$ cat config.mk
export PLATFORM = sky130hd
export DESIGN_NAME = ddc_top
export DESIGN_NICKNAME = d
export VERILOG_FILES = /design/src/hdl/ddc_sample_pkg.sv /design/src/hdl/ddc_ctrl_pkg.sv /design/src/hdl/ddc_top.sv /design/src/hdl/boxcar_decimator.sv /design/src/hdl/cordic_rotator.sv /design/src/hdl/nco_phase_accum.sv
export SDC_FILE = /design/constraint.sdc
export NUM_CORES = 2
export LEC_CHECK = 0
export BUFFER_PORTS_ARGS = -buffer_cell sky130_fd_sc_hd__buf_2
export CAP_MARGIN = 10
export CORE_MARGIN = 2
export CORE_UTILIZATION = 30
export CTS_CLUSTER_DIAMETER = 150
export CTS_CLUSTER_SIZE = 30
export DETAILED_ROUTE_END_ITERATION = 10
export GPL_ROUTABILITY_DRIVEN = 0
export GPL_TIMING_DRIVEN = 0
export PLACE_DENSITY_LB_ADDON = 0.12
export SYNTH_ARGS = -nofsm -noshare
export SYNTH_HDL_FRONTEND = slang
export SYNTH_SLANG_ARGS = --single-unit
$ cat constraint.sdc
create_clock -name clk -period 6.65 [get_ports clk]
set_input_delay 0.9975 -clock clk [delete_from_list [all_inputs] [get_ports clk]]
set_output_delay 0.9975 -clock clk [all_outputs]
set_load 0.1 [all_outputs]
$ cat src/hdl/ddc_sample_pkg.sv
`default_nettype none

package ddc_sample_pkg;

   // Angle word, pi rad = 2^19, wraps at 2*pi
   typedef logic [19:0] phase_t;

   // Rotator pipeline depth, input strobe to output strobe
   localparam int CORDIC_LATENCY = 19;

   // Decimator accumulator width, room for 64 rotated samples
   localparam int SUM_W = 24;

   // Baseband input sample
   typedef struct packed {
      logic signed [15:0] i;   // Real part
      logic signed [15:0] q;   // Imaginary part
   } iq_sample_t;

   // Rotator output, scaled by CORDIC gain
   typedef struct packed {
      logic signed [17:0] i;
      logic signed [17:0] q;
   } iq_rot_t;

   // Decimator output, undivided group sum
   typedef struct packed {
      logic signed [SUM_W-1:0] i;
      logic signed [SUM_W-1:0] q;
   } iq_sum_t;

endpackage

`default_nettype wire
$ cat src/hdl/ddc_ctrl_pkg.sv
`default_nettype none

package ddc_ctrl_pkg;

   // NCO command opcodes, NOP when idle
   typedef enum logic [1:0] {
      NOP         = 2'd0,
      SET_FREQ    = 2'd1,   // Load tuning word
      SET_OFFSET  = 2'd2,   // Load phase offset
      CLEAR_PHASE = 2'd3    // Zero accumulator, restart decimation
   } nco_op_e;

   // One-cycle command word
   typedef struct packed {
      nco_op_e               op;
      ddc_sample_pkg::phase_t data;   // Frequency or offset value
   } nco_cmd_t;

endpackage

`default_nettype wire

$ cat src/hdl/ddc_top.sv
`timescale 1ns/1ps
`default_nettype none

module ddc_top #(
   parameter int DECIM = 8   // Decimation factor, 2..64
) (
   input  logic                       clk,
   input  logic                       arst_n,
   input  ddc_ctrl_pkg::nco_cmd_t     cmd,
   input  logic                       in_valid,
   input  ddc_sample_pkg::iq_sample_t in_sample,
   output logic                       out_valid,
   output ddc_sample_pkg::iq_sum_t    out_sample
);

   import ddc_sample_pkg::*;

   phase_t  phase;        // Per-sample phase, same cycle as in_valid
   logic    phase_clr;    // Group restart pulse
   logic    rot_valid;
   iq_rot_t rot_sample;

   nco_phase_accum i_nco (
      .clk       (clk),
      .arst_n    (arst_n),
      .cmd       (cmd),
      .in_valid  (in_valid),
      .phase     (phase),
      .phase_clr (phase_clr)
   );

   cordic_rotator i_cordic (
      .clk        (clk),
      .arst_n     (arst_n),
      .in_valid   (in_valid),
      .in_sample  (in_sample),
      .phase      (phase),
      .rot_valid  (rot_valid),
      .rot_sample (rot_sample)
   );

   boxcar_decimator #(
      .DECIM (DECIM)
   ) i_decim (
      .clk        (clk),
      .arst_n     (arst_n),
      .rot_valid  (rot_valid),
      .rot_sample (rot_sample),
      .phase_clr  (phase_clr),
      .out_valid  (out_valid),
      .out_sample (out_sample)
   );

endmodule

`default_nettype wire

$ cat src/hdl/boxcar_decimator.sv
`timescale 1ns/1ps
`default_nettype none

module boxcar_decimator #(
   parameter int DECIM = 8   // Samples per output, 2..64
) (
   input  logic                    clk,
   input  logic                    arst_n,
   input  logic                    rot_valid,
   input  ddc_sample_pkg::iq_rot_t rot_sample,
   input  logic                    phase_clr,
   output logic                    out_valid,
   output ddc_sample_pkg::iq_sum_t out_sample
);

   import ddc_sample_pkg::*;

   localparam int CNT_W = $clog2(DECIM + 1);

   logic [CNT_W-1:0] cnt;       // Samples taken in current group
   iq_sum_t          acc;       // Partial sum
   iq_sum_t          acc_nxt;   // Partial sum incl. current sample
   logic             last;      // Current sample closes the group

   // Sign-extend and add
   always_comb begin
      acc_nxt.i = acc.i + SUM_W'(rot_sample.i);
      acc_nxt.q = acc.q + SUM_W'(rot_sample.q);
   end

   assign last = rot_valid && (cnt == CNT_W'(DECIM - 1));

   always_ff @(posedge clk or negedge arst_n) begin
      if (!arst_n) begin
         cnt       <= '0;
         acc       <= '0;
         out_valid <= 1'b0;
      end else begin
         out_valid <= last && !phase_clr;   // One-cycle dump strobe
         if (phase_clr) begin               // Restart group, drop partial sum
            cnt <= '0;
            acc <= '0;
         end else if (last) begin
            cnt <= '0;
            acc <= '0;                      // Next group starts clean
         end else if (rot_valid) begin
            cnt <= cnt + 1'b1;
            acc <= acc_nxt;
         end
      end
   end

   // Dump register
   always_ff @(posedge clk) begin
      if (last) begin
         out_sample <= acc_nxt;
      end
   end

   a_cnt_range: assert property (
      @(posedge clk) disable iff (!arst_n)
      cnt < DECIM
   ) else $error("boxcar_decimator: group count out of range");

   a_strobe_gap: assert property (
      @(posedge clk) disable iff (!arst_n)
      (out_valid && DECIM >= 2) |=> !out_valid
   ) else $error("boxcar_decimator: out_valid high on consecutive cycles");

endmodule

`default_nettype wire

$ cat src/hdl/cordic_rotator.sv
`timescale 1ns/1ps
`default_nettype none

module cordic_rotator (
   input  logic                       clk,
   input  logic                       arst_n,
   input  logic                       in_valid,
   input  ddc_sample_pkg::iq_sample_t in_sample,
   input  ddc_sample_pkg::phase_t     phase,
   output logic                       rot_valid,
   output ddc_sample_pkg::iq_rot_t    rot_sample
);

   import ddc_sample_pkg::*;

   // Quadrant stage + micro-rotations + rounding stage
   localparam int STAGES = CORDIC_LATENCY - 2;

   // atan(2^-k) with 45 deg = 2^17, last stage needs none
   localparam logic signed [18:0] ATAN [0:STAGES-2] = '{
      19'sd131072, 19'sd77376, 19'sd40884, 19'sd20753,
      19'sd10417,  19'sd5213,  19'sd2607,  19'sd1304,
      19'sd652,    19'sd326,   19'sd163,   19'sd81,
      19'sd41,     19'sd20,    19'sd10,    19'sd5
   };

   logic signed [19:0] x_in;   // Sign bit, 16 data bits, 3 guard bits
   logic signed [19:0] y_in;

   logic signed [19:0] x [0:STAGES];   // Real part per stage
   logic signed [19:0] y [0:STAGES];   // Imaginary part per stage
   logic signed [18:0] z [0:STAGES-1]; // Residual angle, +-90 deg max

   logic [CORDIC_LATENCY-1:0] vld_sr;  // Valid delay line

   // Drop 2 LSBs with round-half-up, 21-bit sum avoids carry loss
   function automatic logic signed [17:0] round_18(input logic signed [19:0] v);
      logic signed [20:0] s;
      s = v + 21'sd2;
      return s[19:2];
   endfunction

   assign x_in = {in_sample.i[15], in_sample.i, 3'b000};
   assign y_in = {in_sample.q[15], in_sample.q, 3'b000};

   // Quadrant stage
   // Angles in 90..270 deg get a 180 deg turn up front,
   // which leaves the residual in phase[18:0] as a signed value
   always_ff @(posedge clk) begin
      z[0] <= phase[18:0];
      case (phase[19:18])
         2'b01, 2'b10: begin
            x[0] <= -x_in;
            y[0] <= -y_in;
         end
         default: begin
            x[0] <= x_in;
            y[0] <= y_in;
         end
      endcase
   end

   // Micro-rotation stages
   for (genvar k = 0; k < STAGES; k++) begin : g_stage
      always_ff @(posedge clk) begin
         if (!z[k][18]) begin   // Residual >= 0, turn counter-clockwise
            x[k+1] <= x[k] - (y[k] >>> k);
            y[k+1] <= y[k] + (x[k] >>> k);
         end else begin         // Residual < 0, turn clockwise
            x[k+1] <= x[k] + (y[k] >>> k);
            y[k+1] <= y[k] - (x[k] >>> k);
         end
      end

      // Angle update, not needed after the last stage
      if (k < STAGES - 1) begin : g_angle
         always_ff @(posedge clk) begin
            z[k+1] <= z[k][18] ? z[k] + ATAN[k] : z[k] - ATAN[k];
         end
      end
   end

   // Output stage, 20 to 18 bits
   // Gain is 1.6468 from the micro-rotations times 2 from the guard bits
   always_ff @(posedge clk) begin
      rot_sample.i <= round_18(x[STAGES]);
      rot_sample.q <= round_18(y[STAGES]);
   end

   // Strobe follows the data through every register stage
   always_ff @(posedge clk or negedge arst_n) begin
      if (!arst_n) begin
         vld_sr <= '0;
      end else begin
         vld_sr <= {vld_sr[CORDIC_LATENCY-2:0], in_valid};
      end
   end

   assign rot_valid = vld_sr[CORDIC_LATENCY-1];

   // Fixed latency for every sample
   a_latency: assert property (
      @(posedge clk) disable iff (!arst_n)
      1'b1 ##CORDIC_LATENCY (rot_valid == $past(in_valid, CORDIC_LATENCY))
   ) else $error("cordic_rotator: rot_valid does not follow in_valid by %0d",
                 CORDIC_LATENCY);

endmodule

`default_nettype wire

$ cat src/hdl/nco_phase_accum.sv
`timescale 1ns/1ps
`default_nettype none

module nco_phase_accum (
   input  logic                   clk,
   input  logic                   arst_n,
   input  ddc_ctrl_pkg::nco_cmd_t cmd,
   input  logic                   in_valid,
   output ddc_sample_pkg::phase_t phase,
   output logic                   phase_clr
);

   import ddc_sample_pkg::*;
   import ddc_ctrl_pkg::*;

   phase_t freq;     // Tuning word, phase step per sample
   phase_t offset;   // Static phase offset
   phase_t accum;    // Running phase

   // Phase for the sample now at the input
   assign phase = accum + offset;   // Wraps mod 2^20

   // Decimator restarts on the same edge as the accumulator
   assign phase_clr = (cmd.op == CLEAR_PHASE);

   always_ff @(posedge clk or negedge arst_n) begin
      if (!arst_n) begin
         freq   <= '0;
         offset <= '0;
         accum  <= '0;
      end else begin
         // Step once per accepted sample
         if (in_valid) begin
            accum <= accum + freq;
         end
         case (cmd.op)
            NOP:         ;
            SET_FREQ:    freq   <= cmd.data;
            SET_OFFSET:  offset <= cmd.data;
            CLEAR_PHASE: accum  <= '0;   // Overrides the step above
            default:     ;
         endcase
      end
   end

   // Opcode must be driven cleanly once out of reset
   a_cmd_known: assert property (
      @(posedge clk) disable iff (!arst_n)
      !$isunknown(cmd.op)
   ) else $error("nco_phase_accum: cmd.op unknown");

endmodule

`default_nettype wire

==> reports/metrics.yaml <==
detailed_routing:
  via_per_inst: 4.889
  routedWlPerCell_microns: 16.96
  wl_mm: 211.4
  drtIter0Drc: 2972
  vias: 60920
  detail-route-antenna-nets: 0
  drt_pass1_iterations: 6
  drc: 0
worst_setup_path:
  path_cells: "clkbuf_1 > clkbuf_1 > nor2_1 > xor2_1 > ha_1 > fa_1 > a21o_1 > a21oi_1 > nor2b_1 > o21ai_0 > a21oi_1 > a311oi_1 > nor2b_1 > o41ai_1 > xnor2_1"
  start_kind: "flop"
  worst-path-max-fanout: 11
  crit_required_ns: 7.29
  arrival_ns: 5.68
  path_class: "reg -> reg"
  cp-end-kind: "flop"
  cpPeakStageDelay_ns: 0.92
  slowest_stage: "dfxtp_1"
clocking:
  clock_latency_ns: 0.76
  cts_made_buffers: 49
  numClockSinks: 1219
  max-clock-path-buffers: 3
  cts_setup_buffers: 0
  post_cts_resized: 0
  clkTransAtPathRegs_ns: 0.12
  clock-root-buffer: "clkbuf_16"
  cts_max_level: 2
  ctsHoldBuffers: 0
  cts_tree: "built"
synth:
  async_reset_ff_share_pct: 10.83
  synth-seq-area-share_pct: 32.18
  avgSynthCellArea_sq_um: 9.079
  syn-num-nets: 9900
  syn-cell-area_sq_mm: 0.07937
  synth_edf_count: 48
  ys_ff_latch: 1219
  yosys_warnings: 0
  syn_inst: 8742
  synthDistinctLibCells: 99
  synth_ff_type: "dfxtp_1"
layout:
  final_nets: 10060
  area_delta_synth_final_pct: 8.360
  drive_above_1_share_pct: 3.650
  final_cell_mix: "ha_1 (1052), dfxtp_1 (1039), a21oi_1 (844)"
  layout_commonest_cell: "ha_1"
sta:
  drv_slew: 0
  max_freq_ghz: 0.1986
  rsz0062_at_grt: "false"
  period_needed_ns: 5.036
  setup_violations: 0
  hold_viol: 0
  hold-worst-slack_ns: 0.1917
  tns_ns: 0
  final.setup.worst_slack_ns: 1.614
  finalCritPeriodShare_pct: 75.73
  maxSlewHeadroom_pct: 17.65
  fin_skew_ns: 0.08421
  worstMarginPinSlew_ns: 1.218
placement:
  post-dp-hpwl_mm: 172.6
  dp_slack_ns: 1.618
  port-buffer-count: 105
die:
  rows: 188
  initial_core_util_pct: 30.21
  fp.dieH_microns: 518.4
  die_w_microns: 518.4
  coreArea_sq_mm: 0.2627
  pin_count: 106
  dieArea_sq_mm: 0.2687
global_routing:
  antenna_found_initial: 8
  grt_start_max_net_pins: 78
  overflow: 0
  grt_pass1_vias: 60630
  grt_pass1_wl_mm: 336.6
  grt.total_usage_pct: 15.30
status:
  status: "finished clean"
flow_run:
  drv_cap: 0
hold_path:
  hold_class: "in -> async"
## area by class of cell
| type | instances | area, sq um |
|---|---|---|
| clock buffers | 66 | 1320 |
| multi-input cells | 6934 | 51600 |
| fillers | 27320 | 176700 |
| repair buffers | 112 | 683.2 |
| clock inverters | 12 | 193.9 |
| inverters | 472 | 1772 |
| diodes | 13 | 32.53 |
| flip-flops and latches | 1219 | 25540 |
| plain buffers | 117 | 462.9 |
| well taps | 3515 | 4398 |
## metal layers
metal	GRT usage [%]	vias up	share of wire (%)
met5	0	-	0
li1	-	31540	-
met1	19.96	28590	47
met4	3.285	0	2.0
met2	27.29	634	49
met3	1.262	151	2.2
## stage by stage
step,utilization [%],instance area [sq um],std cells
after floorplan,-,79370,8742
after global placement,32.08,84290,12360
after detailed placement,32.14,84440,12370
after CTS,32.72,85960,12450
after global routing,32.73,86010,12460
final,32.73,86010,12460
## cell usage after synthesis, drive strengths merged (16+ instances only)
| master | instances | share of area [%] |
|---|---|---|
| and2 | 33 | 0.26 |
| nor3 | 256 | 1.6 |
| or3 | 54 | 0.43 |
| a22o | 46 | 0.51 |
| a21o | 338 | 3.2 |
| xnor2 | 810 | 8.9 |
| and3 | 66 | 0.52 |
| xor2 | 374 | 4.1 |
| nand2b | 103 | 0.81 |
| buf | 31 | 0.18 |
| dfxtp | 1039 | 26 |
| a31oi | 85 | 0.67 |
| a211oi | 78 | 0.75 |
| mux2 | 66 | 0.94 |
| nor2 | 725 | 3.4 |
| o41ai | 43 | 0.51 |
| o211ai | 24 | 0.23 |
| edfxtp | 48 | 1.8 |
| a2111oi | 23 | 0.36 |
| or4 | 19 | 0.18 |
| or2 | 32 | 0.25 |
| o2111ai | 17 | 0.19 |
| o21ai | 412 | 2.6 |
| and4 | 17 | 0.19 |
| a221oi | 16 | 0.21 |
| nor2b | 127 | 1.0 |
| o31ai | 48 | 0.45 |
| o31a | 24 | 0.26 |
| nand3b | 18 | 0.17 |
| fa | 49 | 1.2 |
| o21a | 135 | 1.3 |
| nor4 | 32 | 0.25 |
| a21oi | 845 | 5.3 |
| clkbuf | 86 | 0.41 |
| dfrtp | 132 | 4.2 |
| nand4 | 56 | 0.44 |
| ha | 1052 | 17 |
| o21bai | 131 | 1.2 |
| nand3 | 143 | 0.90 |
| inv | 470 | 2.2 |
| nor3b | 16 | 0.15 |
| a21boi | 33 | 0.31 |
| mux2i | 66 | 0.83 |
| nand2 | 355 | 1.7 |
## flip-flops by register name, indices dropped and copies added, names as in the netlist
| signal | cells |
|---|---|
| i_cordic.y | 351 |
| i_nco.freq | 20 |
| i_decim.cnt | 4 |
| i_cordic.x | 348 |
| i_nco.accum | 20 |
| i_decim.acc | 48 |
| i_decim.out_sample | 48 |
| i_cordic.z | 304 |
| i_cordic.rot_sample | 36 |
| i_cordic.vld_sr | 19 |
| i_decim.out_valid | 1 |
| i_nco.offset | 20 |
## logic make-up after synthesis
| kind of cell | after synthesis | share of synthesized area (%) |
|---|---|---|
| AOI/OAI and AO/OA | 2438 | 19.74 |
| xor gates and xnor gates | 1184 | 13.07 |
| adders and majority gates | 1101 | 17.82 |
| buffers and inverters | 589 | 2.815 |
| DFF | 1219 | 32.18 |
| muxes | 132 | 1.769 |
| and+or+nand+nor | 2079 | 12.60 |
## critical path, delay by kind of cell, from the launching register on
kind,cells,cell delay (ns)
AOI/OAI and AO/OA,6,1.51
xor gates and xnor gates,2,0.39
and+or+nand+nor,3,0.30
DFF,1,0.92
adders and majority gates,2,0.63
buffers and inverters,2,1.14
## final timing paths
| path | startpoint | end | slack (ns) | cells after the start |
|---|---|---|---|---|
| setup / recovery | i_cordic.z[0][56] | i_cordic.x[1][38] | 1.61 | 15 |
| hold / removal | arst_n | i_decim.acc[8] | 0.19 | 1 |
| setup reg to reg | i_cordic.z[0][56] | i_cordic.x[1][38] | 1.61 | 15 |
| hold reg to reg | i_cordic.z[0][38] | i_cordic.z[0][57] | 0.33 | 0 |
| max in group asynchronous | arst_n | i_cordic.vld_sr[12] | 5.66 | 2 |
| min in group clk | i_cordic.z[0][38] | i_cordic.z[0][57] | 0.33 | 0 |
Power is left out: the tool's default activity adds up to more than one toggle a clock period on the data nets, which glitch-free logic cannot reach.
